File: config.mk
export PLATFORM = sky130hd
export DESIGN_NAME = char_engine
export DESIGN_NICKNAME = d
export VERILOG_FILES = /design/src/screen_pkg.sv /design/src/font_pkg.sv /design/src/char_engine.sv /design/src/field_sequencer.sv /design/src/glyph_rom.sv /design/src/vram_writer.sv
export SDC_FILE = /design/constraint.sdc
export NUM_CORES = 1
export LEC_CHECK = 0
export BUFFER_PORTS_ARGS = -buffer_cell sky130_fd_sc_hd__buf_2
export CAP_MARGIN = 20
export CORE_ASPECT_RATIO = 1.75
export CORE_MARGIN = 2
export CORE_UTILIZATION = 53
export DETAILED_ROUTE_END_ITERATION = 6
export HOLD_SLACK_MARGIN = 0.05
export PLACE_DENSITY_LB_ADDON = 0.2
export SYNTH_ARGS = -nofsm -noshare
export SYNTH_HDL_FRONTEND = slang
export SYNTH_SLANG_ARGS = --single-unit
File: constraint.sdc
create_clock -name clock25 -period 6.3 [get_ports clock25]
set_clock_uncertainty 0.05 [all_clocks]
set_input_delay 0.63 -clock clock25 [delete_from_list [all_inputs] [get_ports clock25]]
set_output_delay 0.63 -clock clock25 [all_outputs]
set_load 0.01 [all_outputs]
File: src/screen_pkg.sv
package screen_pkg;

	// Character grid of the video memory
	localparam int SCREEN_COLS = 80; // Characters per scan line
	localparam int CELL_LINES = 10; // Glyph on top 8, lines 8 and 9 left blank
	localparam int ROW_STRIDE = SCREEN_COLS * CELL_LINES; // Addresses per character row

	typedef logic [15:0] vram_addr_t; // Byte address into video memory

	typedef logic [7:0] pixel_row_t; // MSB is leftmost pixel, 1 is lit

	typedef logic [4:0] row_index_t; // Display row, also the probe select

	typedef logic [6:0] column_t; // Character column on a scan line

	// Fields of a display row in screen order
	typedef enum logic [2:0] {
		IDX_INS,
		INS,
		IDX_MEM,
		MEM,
		IDX_REG,
		REG
	} field_t;

	// Selects toward the CPU probes
	typedef struct packed {
		row_index_t reg_sel;
		row_index_t ins_sel;
		row_index_t mem_sel;
	} probe_sel_t;

endpackage

File: src/font_pkg.sv
package font_pkg;

	localparam int GLYPH_LINES = 8; // Lines per glyph

	typedef logic [3:0] hex_digit_t;

	// Line 0 is the top line of the glyph
	typedef screen_pkg::pixel_row_t [0:GLYPH_LINES-1] glyph_t;

	// One character to draw
	typedef struct packed {
		hex_digit_t digit;
		screen_pkg::vram_addr_t base; // Address of glyph line 0
	} char_token_t;

endpackage

File: src/char_engine.sv
`timescale 1ns/1ps

module char_engine #(
	parameter int NUM_ROWS = 32
) (
	input logic clock25,
	input logic arst_n,
	input logic [31:0] ins_data,
	input logic [31:0] mem_data,
	input logic [31:0] reg_data,
	output screen_pkg::probe_sel_t sel,
	output screen_pkg::vram_addr_t vram_addr,
	output screen_pkg::pixel_row_t vram_data,
	output logic vram_write
);

	font_pkg::char_token_t token;
	logic token_strobe;
	font_pkg::glyph_t glyph;
	logic glyph_strobe;
	screen_pkg::vram_addr_t glyph_base;

	field_sequencer #(
		.NUM_ROWS(NUM_ROWS)
	) field_sequencer_i (
		.clock25(clock25),
		.arst_n(arst_n),
		.ins_data(ins_data),
		.mem_data(mem_data),
		.reg_data(reg_data),
		.sel(sel),
		.token(token),
		.token_strobe(token_strobe)
	);

	glyph_rom glyph_rom_i (
		.clock25(clock25),
		.arst_n(arst_n),
		.token(token),
		.token_strobe(token_strobe),
		.glyph(glyph),
		.glyph_strobe(glyph_strobe),
		.glyph_base(glyph_base)
	);

	vram_writer vram_writer_i (
		.clock25(clock25),
		.arst_n(arst_n),
		.glyph(glyph),
		.glyph_strobe(glyph_strobe),
		.glyph_base(glyph_base),
		.vram_addr(vram_addr),
		.vram_data(vram_data),
		.vram_write(vram_write)
	);

endmodule

File: src/field_sequencer.sv
`timescale 1ns/1ps

module field_sequencer #(
	parameter int NUM_ROWS = 32
) (
	input logic clock25,
	input logic arst_n,
	input logic [31:0] ins_data,
	input logic [31:0] mem_data,
	input logic [31:0] reg_data,
	output screen_pkg::probe_sel_t sel,
	output font_pkg::char_token_t token,
	output logic token_strobe
);

	localparam int PER_W = $clog2(font_pkg::GLYPH_LINES);
	localparam logic [PER_W-1:0] LAST_PER = PER_W'(font_pkg::GLYPH_LINES - 1);

	typedef enum logic [1:0] {
		SELECT,
		CAPTURE,
		CHARS
	} state_t;

	state_t state_q;
	screen_pkg::field_t field_q;
	screen_pkg::row_index_t row_q;
	logic [2:0] pos_q; // Digit position, 0 is most significant
	logic [PER_W-1:0] per_q; // Cycle within the glyph period
	logic [31:0] word_q;
	logic [2:0] nibble_sel;
	screen_pkg::vram_addr_t char_base;

	// Position of the last digit in a field
	function automatic logic [2:0] last_pos(input screen_pkg::field_t f);
		case (f)
			screen_pkg::IDX_INS, screen_pkg::IDX_MEM, screen_pkg::IDX_REG: last_pos = 3'd1;
			default: last_pos = 3'd7;
		endcase
	endfunction

	function automatic screen_pkg::column_t field_col(input screen_pkg::field_t f);
		case (f)
			screen_pkg::IDX_INS: field_col = 7'd2;
			screen_pkg::INS: field_col = 7'd11;
			screen_pkg::IDX_MEM: field_col = 7'd21;
			screen_pkg::MEM: field_col = 7'd30;
			screen_pkg::IDX_REG: field_col = 7'd40;
			default: field_col = 7'd49;
		endcase
	endfunction

	always_ff @(posedge clock25 or negedge arst_n) begin
		if (!arst_n) begin
			state_q <= SELECT;
			field_q <= screen_pkg::IDX_INS;
			row_q <= '0;
			pos_q <= '0;
			per_q <= '0;
			sel <= '0;
		end else begin
			case (state_q)
				SELECT: begin
					sel <= '{reg_sel: row_q, ins_sel: row_q, mem_sel: row_q};
					state_q <= CAPTURE;
				end
				CAPTURE: begin
					state_q <= CHARS;
				end
				CHARS: begin
					if (per_q == LAST_PER) begin
						per_q <= '0;
						if (pos_q == last_pos(field_q)) begin
							pos_q <= '0;
							state_q <= SELECT;
							if (field_q == screen_pkg::REG) begin
								field_q <= screen_pkg::IDX_INS;
								if (row_q == screen_pkg::row_index_t'(NUM_ROWS - 1))
									row_q <= '0; // Next frame
								else
									row_q <= row_q + 1'b1;
							end else begin
								field_q <= screen_pkg::field_t'(field_q + 1'b1);
							end
						end else begin
							pos_q <= pos_q + 1'b1;
						end
					end else begin
						per_q <= per_q + 1'b1;
					end
				end
				default: state_q <= SELECT;
			endcase
		end
	end

	// Probe word or row index, held for the whole field
	always_ff @(posedge clock25) begin
		if (state_q == CAPTURE) begin
			case (field_q)
				screen_pkg::INS: word_q <= ins_data;
				screen_pkg::MEM: word_q <= mem_data;
				screen_pkg::REG: word_q <= reg_data;
				default: word_q <= 32'(row_q);
			endcase
		end
	end

	assign nibble_sel = last_pos(field_q) - pos_q; // MSB nibble first
	assign char_base = screen_pkg::vram_addr_t'(row_q * screen_pkg::ROW_STRIDE
		+ field_col(field_q) + pos_q);

	assign token_strobe = (state_q == CHARS) && (per_q == '0);
	assign token = '{digit: word_q[4*nibble_sel +: 4], base: char_base};

	a_pos_in_field: assert property (@(posedge clock25) disable iff (!arst_n)
		state_q == CHARS |-> pos_q <= last_pos(field_q))
		else $error("digit position past field width");

	// Matches the writer's rate
	a_token_spacing: assert property (@(posedge clock25) disable iff (!arst_n)
		token_strobe |=> !token_strobe [*(font_pkg::GLYPH_LINES - 1)])
		else $error("token_strobe within one glyph period");

endmodule

File: src/glyph_rom.sv
`timescale 1ns/1ps

module glyph_rom (
	input logic clock25,
	input logic arst_n,
	input font_pkg::char_token_t token,
	input logic token_strobe,
	output font_pkg::glyph_t glyph,
	output logic glyph_strobe,
	output screen_pkg::vram_addr_t glyph_base
);

	// Hex digit patterns, top line first
	function automatic font_pkg::glyph_t hex_glyph(input font_pkg::hex_digit_t d);
		case (d)
			4'h0: hex_glyph = {8'b00111100, 8'b01000010, 8'b01000010, 8'b01000010,
				8'b01000010, 8'b01000010, 8'b01000010, 8'b00111100};
			4'h1: hex_glyph = {8'b00011000, 8'b00111000, 8'b01111000, 8'b00011000,
				8'b00011000, 8'b00011000, 8'b00011000, 8'b01111110};
			4'h2: hex_glyph = {8'b00111100, 8'b01100110, 8'b01100110, 8'b00001100,
				8'b00011000, 8'b00110000, 8'b01100000, 8'b01111110};
			4'h3: hex_glyph = {8'b01111100, 8'b00000110, 8'b00000110, 8'b01111100,
				8'b00000110, 8'b00000110, 8'b00000110, 8'b01111100};
			4'h4: hex_glyph = {8'b00001110, 8'b00010110, 8'b00100110, 8'b01000110,
				8'b01000110, 8'b01111110, 8'b00000110, 8'b00000110};
			4'h5: hex_glyph = {8'b01111110, 8'b01100000, 8'b01100000, 8'b01111000,
				8'b00001100, 8'b00000110, 8'b00001100, 8'b01111000};
			4'h6: hex_glyph = {8'b00111100, 8'b01000000, 8'b01000000, 8'b01111100,
				8'b01000010, 8'b01000010, 8'b01000010, 8'b00111100};
			4'h7: hex_glyph = {8'b01111110, 8'b00000110, 8'b00000110, 8'b00000110,
				8'b00001100, 8'b00011000, 8'b00110000, 8'b01100000};
			4'h8: hex_glyph = {8'b00111100, 8'b01000010, 8'b01000010, 8'b00111100,
				8'b01000010, 8'b01000010, 8'b01000010, 8'b00111100};
			4'h9: hex_glyph = {8'b00111100, 8'b01000110, 8'b01000110, 8'b01000110,
				8'b00111110, 8'b00000110, 8'b00000110, 8'b00000110};
			4'hA: hex_glyph = {8'b00111100, 8'b01000010, 8'b01000010, 8'b01000010,
				8'b01111110, 8'b01000010, 8'b01000010, 8'b01000010};
			4'hB: hex_glyph = {8'b01111100, 8'b01000010, 8'b01000010, 8'b01111100,
				8'b01000110, 8'b01000010, 8'b01000110, 8'b01111100};
			4'hC: hex_glyph = {8'b00111110, 8'b01100000, 8'b01100000, 8'b01100000,
				8'b01100000, 8'b01100000, 8'b01100000, 8'b00111110};
			4'hD: hex_glyph = {8'b01111100, 8'b01100010, 8'b01100010, 8'b01100010,
				8'b01100010, 8'b01100010, 8'b01100010, 8'b01111100};
			4'hE: hex_glyph = {8'b00111110, 8'b01100000, 8'b01100000, 8'b01111110,
				8'b01100000, 8'b01100000, 8'b01100000, 8'b00111110};
			default: hex_glyph = {8'b01111110, 8'b01100000, 8'b01100000, 8'b01111110,
				8'b01100000, 8'b01100000, 8'b01100000, 8'b01100000}; // F
		endcase
	endfunction

	always_ff @(posedge clock25 or negedge arst_n) begin
		if (!arst_n) begin
			glyph_strobe <= 1'b0;
		end else begin
			glyph_strobe <= token_strobe; // One cycle behind the token
		end
	end

	always_ff @(posedge clock25) begin
		if (token_strobe) begin
			glyph <= hex_glyph(token.digit);
			glyph_base <= token.base; // Travels with its glyph
		end
	end

endmodule

File: src/vram_writer.sv
`timescale 1ns/1ps

module vram_writer (
	input logic clock25,
	input logic arst_n,
	input font_pkg::glyph_t glyph,
	input logic glyph_strobe,
	input screen_pkg::vram_addr_t glyph_base,
	output screen_pkg::vram_addr_t vram_addr,
	output screen_pkg::pixel_row_t vram_data,
	output logic vram_write
);

	localparam int LINE_W = $clog2(font_pkg::GLYPH_LINES);
	localparam logic [LINE_W-1:0] LAST_LINE = LINE_W'(font_pkg::GLYPH_LINES - 1);

	font_pkg::glyph_t glyph_q;
	logic [LINE_W-1:0] line_q; // Next line to write, 0 when idle
	logic busy;

	assign busy = (line_q != '0);

	always_ff @(posedge clock25 or negedge arst_n) begin
		if (!arst_n) begin
			line_q <= '0;
			vram_write <= 1'b0;
		end else begin
			vram_write <= glyph_strobe || busy;
			if (glyph_strobe) begin
				line_q <= LINE_W'(1); // Line 0 goes out now
			end else if (busy) begin
				if (line_q == LAST_LINE)
					line_q <= '0;
				else
					line_q <= line_q + 1'b1;
			end
		end
	end

	always_ff @(posedge clock25) begin
		if (glyph_strobe) begin
			glyph_q <= glyph;
			vram_addr <= glyph_base;
			vram_data <= glyph[0];
		end else if (busy) begin
			vram_addr <= vram_addr + screen_pkg::vram_addr_t'(screen_pkg::SCREEN_COLS);
			vram_data <= glyph_q[line_q];
		end
	end

	// A new glyph may only land once line 7 is on the bus
	a_strobe_when_free: assert property (@(posedge clock25) disable iff (!arst_n)
		glyph_strobe |-> !busy)
		else $error("glyph_strobe while a glyph is still being written");

endmodule

# Word-level counts from Yosys, hierarchy flattened
# Memories as Yosys holds them, arrays and structs flattened. A register that Yosys moved wholly into a read port is not among the register bits.
# Index checks and enable logic that the tools add are counted.
# totals
ff_bits,226
latchBits,0
mem_bits_rw,0
romBits,752
in_bits,98
out_inout_bits,40
mem_count,1
# op_classes
add_sub_neg,9
mul,1
div_mod_pow,0
n_lt_le_gt_ge,1
eq_ne,13
n_shift,1
muxes,22
n_bitwise,1
n_reduce_logical,12
# mem_list
name,depth,word_bits,rd,rd_clocked_by_memory_dff,wr,line_no,rtl
(name not given),16,47,1,1,0,glyph_rom.sv:15,case (d)
# op_table
operator,n
one-hot mux 32 bit (3 select lines),1
2-to-1 mux 16 bit,2
2-to-1 mux 8 bit,4
indexed part select 32 x 6 -> 4 bit,1
one-hot mux 6 bit (5 select lines),1
2-to-1 mux 3 bit,9
binary-select mux 8 bit (select 3 bit),1
adder 15 x 6 -> 16 bit,1
adder 16 x 3 -> 16 bit,1
adder 16 x 7 -> 16 bit (second input constant),1
adder 3 x 1 -> 3 bit (second input constant),4
equality test 3 bit (second input constant),4
multiplier 5 x 5 -> 10 bit (second input constant),1
equality test 3 x 2 -> 1 bit (second input constant),2
logical NOT 3 bit,2
one-hot mux 2 bit (3 select lines),1
adder 5 x 1 -> 5 bit (second input constant),1
equality test 5 bit (second input constant),1
2-to-1 mux 5 bit,1
greater-or-equal comparator 4 bit (second input constant),1
2-to-1 mux 2 bit,2
inequality test 2 x 1 -> 1 bit (second input constant),2
inverter 3 -> 4 bit,1
AND reduction 2 bit,2
13 further kinds,13

# Depth between registers and ports, before layout
# Gate-level depths: netlist of run 1.
# depth
ltp_word,9
mapped_depth,13
depth_no_buf,10

# By module
# From an unflattened synthesis of run 1, not the netlist that was laid out.
# hier_totals
hier_cells,805
area_unflattened_um2,10237.3
# modules_own_cells
mod,n_inst,cells_each,area_per_inst_um2,seq_area_each_um2
vram_writer,1,247,3847.4,2742.6
field_sequencer,1,351,3768.6,1486.4
glyph_rom,1,207,2621.3,1706.6

# Least setup slack after synthesis of run 1
# Ideal clock, no wire load.
# synth_timing
path_kind,flip-flop to flip-flop
from,register field_sequencer_i.state_q[0]
to,"register glyph_rom_i.glyph[10] in the netlist's numbering, enable pin"
setup_time_ns,0.552
arrival_ns,4.758
path_slack_ns,0.940
path_stages_with_launch,3
synth_period_minus_slack_ns,5.360
path_cell_list,dfrtp_1 -> nand2b_1 -> nor3b_1
# synth_via
elab_chain_len,2
# synth_rtl
item,line_no,rtl
"start, declared",field_sequencer.sv:25,state_t state_q;
"start signal, assigned",field_sequencer.sv:55,state_q <= SELECT;
"start signal, assigned",field_sequencer.sv:65,state_q <= CAPTURE;
"start signal, assigned",field_sequencer.sv:68,state_q <= CHARS;
equality test 2 bit,field_sequencer.sv:113,assign token_strobe = (state_q == CHARS) && (per_q == '0);
logical AND 1 bit,field_sequencer.sv:113,
named net field_sequencer_i.token_strobe,field_sequencer.sv:13,output logic token_strobe
"end, declared",glyph_rom.sv:8,"output font_pkg::glyph_t glyph,"
# The timed path passes the listed nets, and every way through them passes these cells.
# A chain may end at the register's enable or synchronous reset.

# Worst setup path in the final report of run 1
# layout_timing
from,register field_sequencer_i.field_q[1]
to,register glyph_rom_i.glyph[33] in the netlist's numbering (data pin)
# layout_via
elab_chain_len,5
word_cells_on_any_way,7
classes_between,add/sub (1); eq/ne (2); shift (1); mux (1); reduce/logical (2)
# layout_rtl
item,line_no,rtl
"start, declared",field_sequencer.sv:26,screen_pkg::field_t field_q;
"start signal, assigned",field_sequencer.sv:56,field_q <= screen_pkg::IDX_INS;
"start signal, assigned",field_sequencer.sv:77,field_q <= screen_pkg::IDX_INS;
"start signal, assigned",field_sequencer.sv:83,field_q <= screen_pkg::field_t'(field_q + 1'b1);
equality test 3 x 2 -> 1 bit (tied with other cells),field_sequencer.sv:36,case (f)
OR reduction 3 bit *,field_sequencer.sv:36,
2-to-1 mux 3 bit *,field_sequencer.sv:36,
subtractor 3 bit *,field_sequencer.sv:109,assign nibble_sel = last_pos(field_q) - pos_q;
indexed part select 32 x 6 -> 4 bit *,field_sequencer.sv:114,"assign token = '{digit: word_q[4*nibble_sel +: 4], base: char_base};"
# Mark *: on every way between the ends. The rest lies on a longest branch, timed or not.

==> impl_metrics.csv, run 1 <==
group,metric,value,unit
grt,globalRouteOverflowTotal,0,
routing,drt.antenna.violating_nets,0,
synthesis,yosys_most_used_dff,"sky130_fd_sc_hd__edfxtp_1",
clock_network,ctsResizeCount,0,
setup_path,cp_common_cell,"sky130_fd_sc_hd__ha_1",
grt,grt_antenna_before_repair,0,
clock_network,post_cts.repair.setup_buffers,0,
place,post-place-ws,2410,ps
floorplan,die_area,18000,um^2
synthesis,synth.cell_area,8940,um^2
floorplan,effective_utilization_at_floorplan,0.544,
cells_and_area,final_core_utilization,0.629,
synthesis,yosysTopAreaCellShare,0.504,
synthesis,seq_cells_post_synth,176,
timing,worstMarginPinSlew,974,ps
setup_path,critPathCaptureType,"register",
timing,final_critical_path_setup_slack,2640,ps
synthesis,synthDistinctLibCells,64,
setup_path,critical_path.startpoint_type,"register",
grt,first_global_vias,5764,
setup_path,critical-path-max-stage-delay,600,ps
timing,total_count_of_hold_check_failures_in_the_final_report,0,
floorplan,die_height,176,um
floorplan,ios,138,
timing,setup_repair_after_global_routing_missed_its_margin,"no",
setup_path,critical-path-slowest-cell,"sky130_fd_sc_hd__dfrtp_1",
setup_path,path_max_fanout,13,
place,buffer_ports.inserted,135,
cells_and_area,layout-drive-gt1-share,0.266,
setup_path,worstSetupPathType,"reg -> reg",
clock_network,number_of_buffers_inserted_during_clock_tree_synthesis,17,
setup_path,cp_data_required_time,6430,ps
routing,wl_per_cell,16.5,um
clock_network,tritoncts_clock_tree,"yes",
power,cellPowerDensity,231,nW/um^2
routing,via_count,5783,
timing,finalSetupTns,0,ps
worst_hold_path,hold_path.class,"in -> async",
clock_network,clk_pin_slew_worst_paths,70,ps
clock_network,cts.sinks,176,
cells_and_area,design.final.nets,936,
timing,timing.final.max_slew_violations,0,
routing,drt-pass1-iter-count,6,
setup_path,critical_path_arrival,3790,ps
cells_and_area,mostFrequentLayoutCells,"150 x sky130_fd_sc_hd__edfxtp_1, 135 x sky130_fd_sc_hd__buf_2, 48 x sky130_fd_sc_hd__nand2_1, 41 x sky130_fd_sc_hd__inv_1, 41 x sky130_fd_sc_hd__ha_1",
synthesis,synth_top_area_cell,"sky130_fd_sc_hd__edfxtp_1",
cells_and_area,synth_to_layout_area_growth,15.7,%
power,irDropWorstVdd,0.000165,V
timing,max_clock_freq,273,MHz
setup_path,cp_num_buf_inv,1,
synthesis,synth-async-reset-ratio,0.148,
timing,final.min_clock_period,3660,ps
routing,first_iter_violations,496,
floorplan,placementRows,62,
timing,timing.max_slew.rel_slack,0.351,
synthesis,synth-seq-area-share,0.577,
synthesis,synth.yosys.warnings,0,
floorplan,core_area,16400,um^2
run_status,run_status,"completed",
routing,wl,17000,um
place,place_congestion,0.884,
timing,finalSetupViolCount,0,
routing,route.detailed.vias_per_inst,5.60,
clock_network,cts_hold_buf,0,
synthesis,synth-edff-count,150,
grt,grt_use_total,0.201,
power,static-leakage-power,0.00413,uW
run,max_cap_violations,0,
setup_path,critical_path.top_delay_family,"adder cells",
timing,layout_worst_path_cycle_share,0.581,
clock_network,clock_tree.root_cell,"sky130_fd_sc_hd__clkbuf_16",
routing,drc,0,
power,report.power.total,2390,uW
synthesis,syn-mean-instance-area,13.0,um^2
floorplan,die_width,102,um
synthesis,netlist_top_cells_area,"sky130_fd_sc_hd__edfxtp_1 50%, sky130_fd_sc_hd__dfrtp_1 7.3%, sky130_fd_sc_hd__ha_1 5.7%",
grt,grt_start_max_net_pins,86,
clock_network,cts-root-to-sink-buffers,2,
synthesis,syn-instance-count,686,
grt,first_pass_grt_wire_length,28000,um
clock_network,clk_latency,430,ps
cells_and_area,diodes,0,
cells_and_area,n_fill_cell,1346,
cells_and_area,mostFrequentLayoutCell,"sky130_fd_sc_hd__edfxtp_1",
place,dpl.hpwl,12200,um
setup_path,worstPathCellList,"a21oi_4, ha_1, mux4_2, mux2i_1, ha_1, inv_1, a211oi_1, a211o_1",
clock_network,deepest_level_of_the_cts_h_tree,4,
==> worst paths after layout <==
check	startpoint	endpoint	slack, ps	depth (start not counted)
setup / recovery	field_sequencer_i.field_q[1]	glyph_rom_i.glyph[33]	2640	8
hold / removal	arst_n	field_sequencer_i.sel[8]	150	1
setup reg to reg	field_sequencer_i.field_q[1]	glyph_rom_i.glyph[33]	2640	8
hold reg to reg	glyph_rom_i.glyph[20]	vram_writer_i.glyph_q[20]	360	0
max in group asynchronous	arst_n	glyph_rom_i.glyph_strobe	5600	1
min in group clock25	glyph_rom_i.glyph[20]	vram_writer_i.glyph_q[20]	360	0
==> Yosys cell counts (17+ instances only) <==
master,n
sky130_fd_sc_hd__edfxtp_1,150
sky130_fd_sc_hd__nand2_1,48
sky130_fd_sc_hd__ha_1,41
sky130_fd_sc_hd__inv_1,41
sky130_fd_sc_hd__a21oi_1,34
sky130_fd_sc_hd__o21ai_0,30
sky130_fd_sc_hd__nor2_1,29
sky130_fd_sc_hd__a222oi_1,27
sky130_fd_sc_hd__clkbuf_1,27
sky130_fd_sc_hd__dfrtp_1,26
sky130_fd_sc_hd__mux2i_1,23
sky130_fd_sc_hd__xnor2_1,17
==> registers in the layout (all words and copies together) (netlist names), 2 cells and up <==
signal	flops
glyph_rom_i.glyph_base	16
vram_writer_i.vram_data	6
glyph_rom_i.glyph	40
field_sequencer_i.row_q	5
vram_writer_i.line_q	3
field_sequencer_i.per_q	3
field_sequencer_i.sel	5
vram_writer_i.vram_addr	16
field_sequencer_i.word_q	32
vram_writer_i.glyph_q	40
field_sequencer_i.pos_q	3
field_sequencer_i.field_q	3
field_sequencer_i.state_q	2
==> report_power, final <==
group,total (uW),switching [uW],internal [uW],leakage (uW)
clock network,1090,512,582,0.000307
registers,1250,0,1250,0.00164
logic,47.4,19.0,28.4,0.00218
total,2390,531,1860,0.00413
==> worst register-to-register path, delay by kind of cell, from the launching register on <==
kind | cells | cell delay [ps]
AO/OA/AOI/OAI | 3 | 500
adder cells (fa/ha/maj) | 2 | 1000
multiplexers | 2 | 960
flip-flops | 1 | 600
buffers and inverters | 1 | 300
==> final cells by class <==
cell class | count | area, um^2 | share of cell area
clock buffers | 17 | 425 | 0.0411
clock inverters | 15 | 200 | 0.0194
inverters | 42 | 158 | 0.0152
multi-input cells | 417 | 3370 | 0.325
flip-flops and latches | 176 | 5160 | 0.498
well taps | 224 | 280 | 0.0271
repair buffers | 141 | 758 | 0.0733
==> layer usage <==
metal,global-route usage,part of all wire
met4,0.0650,0.018
met2,0.359,0.55
met3,0.0366,0.043
met1,0.240,0.39
met5,0,0
==> metrics by stage <==
step	hold slack [ps]	instances	area (um^2)
after floorplan	284	687	8940
after global placement	355	998	9670
after detailed placement	355	998	9670
after CTS	157	1030	10300
after global routing	198	1032	10300
final	149	1032	10300
==> kinds of logic after synthesis <==
family,after synthesis,share of synthesized area
mux,51,0.0833
buf+inv,94,0.0484
fa+ha+maj,44,0.0630
simple gates,144,0.0813
flops,176,0.577
xor+xnor,32,0.0329
compound gates,144,0.114
other cells,1,0.000419
No activity file was read; power rests on OpenSTA's default activity.
==> run 2: changes to the inputs <==
--- a/config.mk
+++ b/config.mk
@@ -9,7 +9,7 @@
 export CAP_MARGIN = 20
 export CORE_ASPECT_RATIO = 1.75
 export CORE_MARGIN = 2
-export CORE_UTILIZATION = 53
+export CORE_UTILIZATION = 52
 export DETAILED_ROUTE_END_ITERATION = 6
 export HOLD_SLACK_MARGIN = 0.05
 export PLACE_DENSITY_LB_ADDON = 0.2
==> constraint.sdc (replaced) <==
create_clock -name clock25 -period 3.24 [get_ports clock25]
set_clock_uncertainty 0.05 [all_clocks]
set_input_delay 0.324 -clock clock25 [delete_from_list [all_inputs] [get_ports clock25]]
set_output_delay 0.324 -clock clock25 [all_outputs]
set_load 0.01 [all_outputs]
==> impl_metrics.csv, run 2 (synthesis gave the netlist of run 1 again) <==
group,metric,value,unit
run_status,run_status,"completed",
timing,layout_worst_path_cycle_share,0.932,
power,report.power.total,4650,uW
clock_network,tritoncts_clock_tree,"yes",
timing,timing.max_slew.rel_slack,0.377,
grt,grt_antenna_before_repair,0,
grt,first_pass_grt_wire_length,28300,um
timing,finalSetupTns,0,ps
cells_and_area,reg_top3,"glyph_rom_i.glyph (40), vram_writer_i.glyph_q (40), field_sequencer_i.word_q (32)",
cells_and_area,design.final.nets,954,
timing,worstMarginPinSlew,934,ps
routing,highest-signal-layer,"met4",
timing,timing.final.max_slew_violations,0,
setup_path,critPathCaptureType,"register",
routing,drc,0,
cells_and_area,ff_latch_area,5160,um^2
timing,finalSetupViolCount,0,
floorplan,core_area,16900,um^2
timing,final_critical_path_setup_slack,219,ps
floorplan,die_area,18300,um^2
grt,globalRouteOverflowTotal,0,
place,place_congestion,0.887,
timing,setup_repair_after_global_routing_missed_its_margin,"no",
routing,route.detailed.vias_per_inst,5.61,
power,irDropWorstVdd,0.000350,V
routing,detailroute.wirelength.met3,754,um
power,static-leakage-power,0.00421,uW
floorplan,die_height,177,um
setup_path,critical_path_arrival,3150,ps
setup_path,critical_path.startpoint_type,"register",
routing,wl,17200,um
power,cellPowerDensity,445,nW/um^2
place,dpl.hpwl,12600,um
clock_network,cts-root-to-sink-buffers,2,
grt,first_global_vias,5811,
cells_and_area,mostFrequentLayoutCell,"sky130_fd_sc_hd__edfxtp_1",
grt,grt_use_total,0.200,
place,buffer_ports.inserted,135,
clock_network,clk_pin_slew_worst_paths,70,ps
routing,wl_per_cell,16.3,um
floorplan,placementRows,63,
cells_and_area,mostFrequentLayoutCells,"150 x sky130_fd_sc_hd__edfxtp_1, 135 x sky130_fd_sc_hd__buf_2, 48 x sky130_fd_sc_hd__nand2_1, 41 x sky130_fd_sc_hd__inv_1, 41 x sky130_fd_sc_hd__ha_1",
setup_path,cp_data_required_time,3370,ps
place,post-place-ws,138,ps
cells_and_area,layout-drive-gt1-share,0.285,
clock_network,deepest_level_of_the_cts_h_tree,4,
timing,total_count_of_hold_check_failures_in_the_final_report,0,
routing,first_iter_violations,453,
cells_and_area,diodes,0,
routing,drt-pass1-iter-count,5,
clock_network,clock_tree.root_cell,"sky130_fd_sc_hd__clkbuf_16",
setup_path,path_max_fanout,11,
cells_and_area,n_fill_cell,1375,
floorplan,ios,138,
floorplan,die_width,103,um
cells_and_area,area_taken_by_multi_input_logic_gates,3390,um^2
routing,routed_met1_length,6600,um
routing,met2WireLength,9380,um
routing,via_count,5904,
cells_and_area,final_core_utilization,0.621,
clock_network,number_of_buffers_inserted_during_clock_tree_synthesis,17,
setup_path,worstSetupPathType,"reg -> reg",
clock_network,clk_latency,430,ps
run,max_cap_violations,0,
clock_network,cts.sinks,176,
cells_and_area,synth_to_layout_area_growth,17.1,%
timing,max_clock_freq,331,MHz
worst_hold_path,hold_path.class,"in -> reg",
timing,final.min_clock_period,3020,ps
floorplan,effective_utilization_at_floorplan,0.530,
grt,grt_start_max_net_pins,58,
routing,drt.antenna.violating_nets,0,
run 2: stage by stage:
step / hold slack [ps] / instances / area (um^2)
5_1_grt: 119 / 1053 / 10500
3_5_place_dp: 333 / 1019 / 9820
3_3_place_gp: 331 / 1019 / 9820
6_report: 127 / 1053 / 10500
4_1_cts: 110 / 1052 / 10500
2_1_floorplan: -21.6 / 687 / 8960
run 2: cell type report:
type | count | share of cell area
clock buffer | 18 | 0.0419
multi-input combinational | 417 | 0.324
clock inverter | 14 | 0.0177
inverter | 42 | 0.0151
timing repair buffer | 159 | 0.0820
tap | 227 | 0.0271
sequential | 176 | 0.492
run 2: what timing repair did:
| item | 4_1_cts | 5_1_grt |
|---|---|---|
| resized for setup | 0 | 2 |
| hold endpoints to repair | 26 | 0 |
| buffers inserted | 0 | 1 |
| hold buffers | 1 | 0 |
| endpoints found under the setup margin | 0 | 1 |
run 2: worst max-delay path: stages (launching register included):
cell,delay (ps)
sky130_fd_sc_hd__dfrtp_1,520
sky130_fd_sc_hd__a21oi_4,110
sky130_fd_sc_hd__ha_1,440
sky130_fd_sc_hd__mux4_2,330
sky130_fd_sc_hd__mux2_4,340
sky130_fd_sc_hd__ha_1,300
sky130_fd_sc_hd__inv_1,290
sky130_fd_sc_hd__o21ai_0,160
sky130_fd_sc_hd__o22a_1,220
run 2: power by group:
part | total, uW | switching (uW) | internal (uW) | leakage [uW]
Sequential | 2430 | 0 | 2430 | 0.00164
Clock | 2130 | 934 | 1200 | 0.000300
Combinational | 92.1 | 36.1 | 55.9 | 0.00227
run 2: final timing paths:
| path | start | to | slack, ps | cells past startpoint |
|---|---|---|---|---|
| setup / recovery | field_sequencer_i.field_q[2] | glyph_rom_i.glyph[35] | 220 | 8 |
| hold / removal | reg_data[30] | field_sequencer_i.word_q[30] | 130 | 3 |
| setup reg to reg | field_sequencer_i.field_q[2] | glyph_rom_i.glyph[35] | 220 | 8 |
| hold reg to reg | glyph_rom_i.glyph[28] | vram_writer_i.glyph_q[28] | 360 | 0 |
| max in group asynchronous | arst_n | glyph_rom_i.glyph_strobe | 2270 | 2 |
| min in group asynchronous | arst_n | field_sequencer_i.row_q[3] | 400 | 2 |
run 2: routing by layer:
metal	track usage	up-vias
met4	0.0828	0
met1	0.239	2851
met5	0	-
met3	0.0406	36
li1	-	2823
met2	0.346	194
==> run 3: changes to the inputs <==
--- a/config.mk
+++ b/config.mk
@@ -7,9 +7,11 @@
 export LEC_CHECK = 0
 export BUFFER_PORTS_ARGS = -buffer_cell sky130_fd_sc_hd__buf_2
 export CAP_MARGIN = 20
+export CELL_PAD_IN_SITES_DETAIL_PLACEMENT = 1
+export CELL_PAD_IN_SITES_GLOBAL_PLACEMENT = 2
 export CORE_ASPECT_RATIO = 1.75
 export CORE_MARGIN = 2
-export CORE_UTILIZATION = 52
+export CORE_UTILIZATION = 35
 export DETAILED_ROUTE_END_ITERATION = 6
 export HOLD_SLACK_MARGIN = 0.05
 export PLACE_DENSITY_LB_ADDON = 0.2
==> constraint.sdc (replaced) <==
create_clock -name clock25 -period 3.24 [get_ports clock25]
set_clock_uncertainty 0.05 [all_clocks]
set_input_delay 0.162 -clock clock25 [delete_from_list [all_inputs] [get_ports clock25]]
set_output_delay 0.162 -clock clock25 [all_outputs]
set_load 0.01 [all_outputs]
==> impl_metrics.csv, run 3 (synthesis gave the netlist of run 1 again) <==
group,metric,value,unit
run_status,run_status,"completed",
routing,wl_per_cell,17.6,um
power,irDropWorstVdd,0.000321,V
timing,finalSetupTns,0,ps
timing,timing.final.max_slew_violations,0,
floorplan,die_area,26900,um^2
routing,drt-pass1-iter-count,7,
setup_path,critical_path.startpoint_type,"register",
clock_network,deepest_level_of_the_cts_h_tree,4,
timing,setup_repair_after_global_routing_missed_its_margin,"no",
grt,grt_util_met1,0.172,
clock_network,cts-root-to-sink-buffers,2,
timing,max_clock_freq,328,MHz
setup_path,ff2ff_setup_slack,190,ps
cells_and_area,synth_to_layout_area_growth,24.9,%
place,place_congestion,0.825,
place,post-place-ws,142,ps
power,static-leakage-power,0.00446,uW
setup_path,worstPathCellList,"ha_1, ha_1, ha_1, fa_1, nand3_1, o311a_1, a211oi_1, xnor2_1",
setup_path,path_max_fanout,7,
floorplan,effective_utilization_at_floorplan,0.354,
clock_network,cts.sinks,176,
timing,timing.max_slew.rel_slack,0.463,
routing,wl,21100,um
grt,grt_use_total,0.159,
grt,global_route.peak_usage_layer,"met2",
floorplan,ios,138,
setup_path,critical_path.top_delay_family,"adder cells",
cells_and_area,reg_top3,"glyph_rom_i.glyph (40), vram_writer_i.glyph_q (40), field_sequencer_i.word_q (32)",
grt,use_met3,0.0317,
cells_and_area,mostFrequentLayoutCell,"sky130_fd_sc_hd__edfxtp_1",
cells_and_area,design.final.nets,1013,
routing,drc,0,
power,cellPowerDensity,426,nW/um^2
place,dpl_cell_area,9960,um^2
timing,finalSetupViolCount,0,
clock_network,clock_tree.root_cell,"sky130_fd_sc_hd__clkbuf_16",
routing,first_iter_violations,341,
setup_path,critical-path-slowest-cell,"sky130_fd_sc_hd__fa_1",
clock_network,tritoncts_clock_tree,"yes",
grt,first_pass_grt_wire_length,34100,um
grt,first_global_vias,6596,
setup_path,critical_path_arrival,3180,ps
timing,total_count_of_hold_check_failures_in_the_final_report,0,
timing,worstMarginPinSlew,799,ps
clock_network,number_of_buffers_inserted_during_clock_tree_synthesis,17,
place,dpl.hpwl,15200,um
place,buffer_ports.inserted,135,
setup_path,cp_common_cell,"sky130_fd_sc_hd__ha_1",
clock_network,clk_latency,430,ps
grt,grt_start_max_net_pins,58,
cells_and_area,mostFrequentLayoutCells,"150 x sky130_fd_sc_hd__edfxtp_1, 135 x sky130_fd_sc_hd__buf_2, 57 x sky130_fd_sc_hd__dlygate4sd3_1, 48 x sky130_fd_sc_hd__nand2_1",
setup_path,critical-path-max-stage-delay,570,ps
clock_network,clk_pin_slew_worst_paths,60,ps
clock_network,post_cts.repair.setup_buffers,0,
cells_and_area,diodes,0,
routing,drt.antenna.violating_nets,0,
grt,gr-usage-met2,0.305,
timing,final.min_clock_period,3050,ps
timing,layout_worst_path_cycle_share,0.942,
run,max_cap_violations,0,
routing,route.detailed.vias_per_inst,5.09,
grt,grt_antenna_before_repair,0,
grt,globalRouteOverflowTotal,0,
setup_path,worstSetupPathType,"reg -> reg",
setup_path,cp_num_buf_inv,0,
floorplan,placementRows,77,
floorplan,die_height,215,um
timing,final_critical_path_setup_slack,188,ps
cells_and_area,finalInstanceArea,11200,um^2
power,report.power.total,4760,uW
routing,via_count,6115,
floorplan,core_area,25200,um^2
worst_hold_path,hold_path.class,"in -> reg",
setup_path,cp_data_required_time,3360,ps
cells_and_area,layout-drive-gt1-share,0.267,
floorplan,die_width,125,um
setup_path,critPathCaptureType,"register",
## run 3: cell types whose count changed in the layout (fill, tap and decap cells not counted), moves of 2 or more
cell                            delta
sky130_fd_sc_hd__dlygate4sd3_1    +56
sky130_fd_sc_hd__buf_4             +3
sky130_fd_sc_hd__bufinv_16         +2
sky130_fd_sc_hd__clkinv_2          +2
sky130_fd_sc_hd__clkinv_8          -2
sky130_fd_sc_hd__inv_8             -2
## run 3: power breakdown
part,internal [uW],switching [uW]
combinational,99.7,49.2
clock,1300,877
sequential,2430,0
total,3830,926
## run 3: final timing paths
check | startpoint | endpoint | cells past startpoint
setup / recovery | field_sequencer_i.row_q[1] | glyph_rom_i.glyph_base[12] | 8
hold / removal | reg_data[1] | field_sequencer_i.word_q[1] | 3
setup reg to reg | field_sequencer_i.row_q[1] | glyph_rom_i.glyph_base[12] | 8
hold reg to reg | glyph_rom_i.glyph[13] | vram_writer_i.glyph_q[13] | 0
max in group asynchronous | arst_n | glyph_rom_i.glyph_strobe | 2
min in group asynchronous | arst_n | vram_writer_i.vram_write | 2
## run 3: routing by layer
metal | vias to the layer above | routed length [um] | share of wire
li1 | 2938 | - | -
met1 | 3011 | 8130 | 0.38
met2 | 142 | 11900 | 0.57
met3 | 24 | 676 | 0.032
met4 | 0 | 367 | 0.017
met5 | - | 0 | 0
## run 3: cell type report
| type | instances | area, um^2 |
|---|---|---|
| Clock buffer | 17 | 425 |
| Sequential cell | 176 | 5160 |
| Clock inverter | 15 | 204 |
| Fill cell | 2698 | 14100 |
| Inverter | 42 | 158 |
| Tap cell | 316 | 395 |
| Timing Repair Buffer | 218 | 1440 |
| Multi-Input combinational cell | 417 | 3380 |
## run 3: timing repair
action / in CTS / in global routing
hold buffers: 57 / 0
resized for setup: 0 / 1
endpoints found under the setup margin: 0 / 1
hold endpoints to repair: 55 / 0
## run 3: per-stage QoR
stage	hold WS (ps)	cells	utilization
floorplan	-184	687	-
global placement	190	1112	0.394
detailed placement	202	1112	0.394
CTS	52.0	1201	0.442
global route	83.3	1201	0.442
finish	75.2	1201	0.442
## run 3: worst min-delay path: stages
cell and delay (ps):
sky130_fd_sc_hd__buf_2 100, sky130_fd_sc_hd__nand2_1 50, sky130_fd_sc_hd__a21oi_1 70
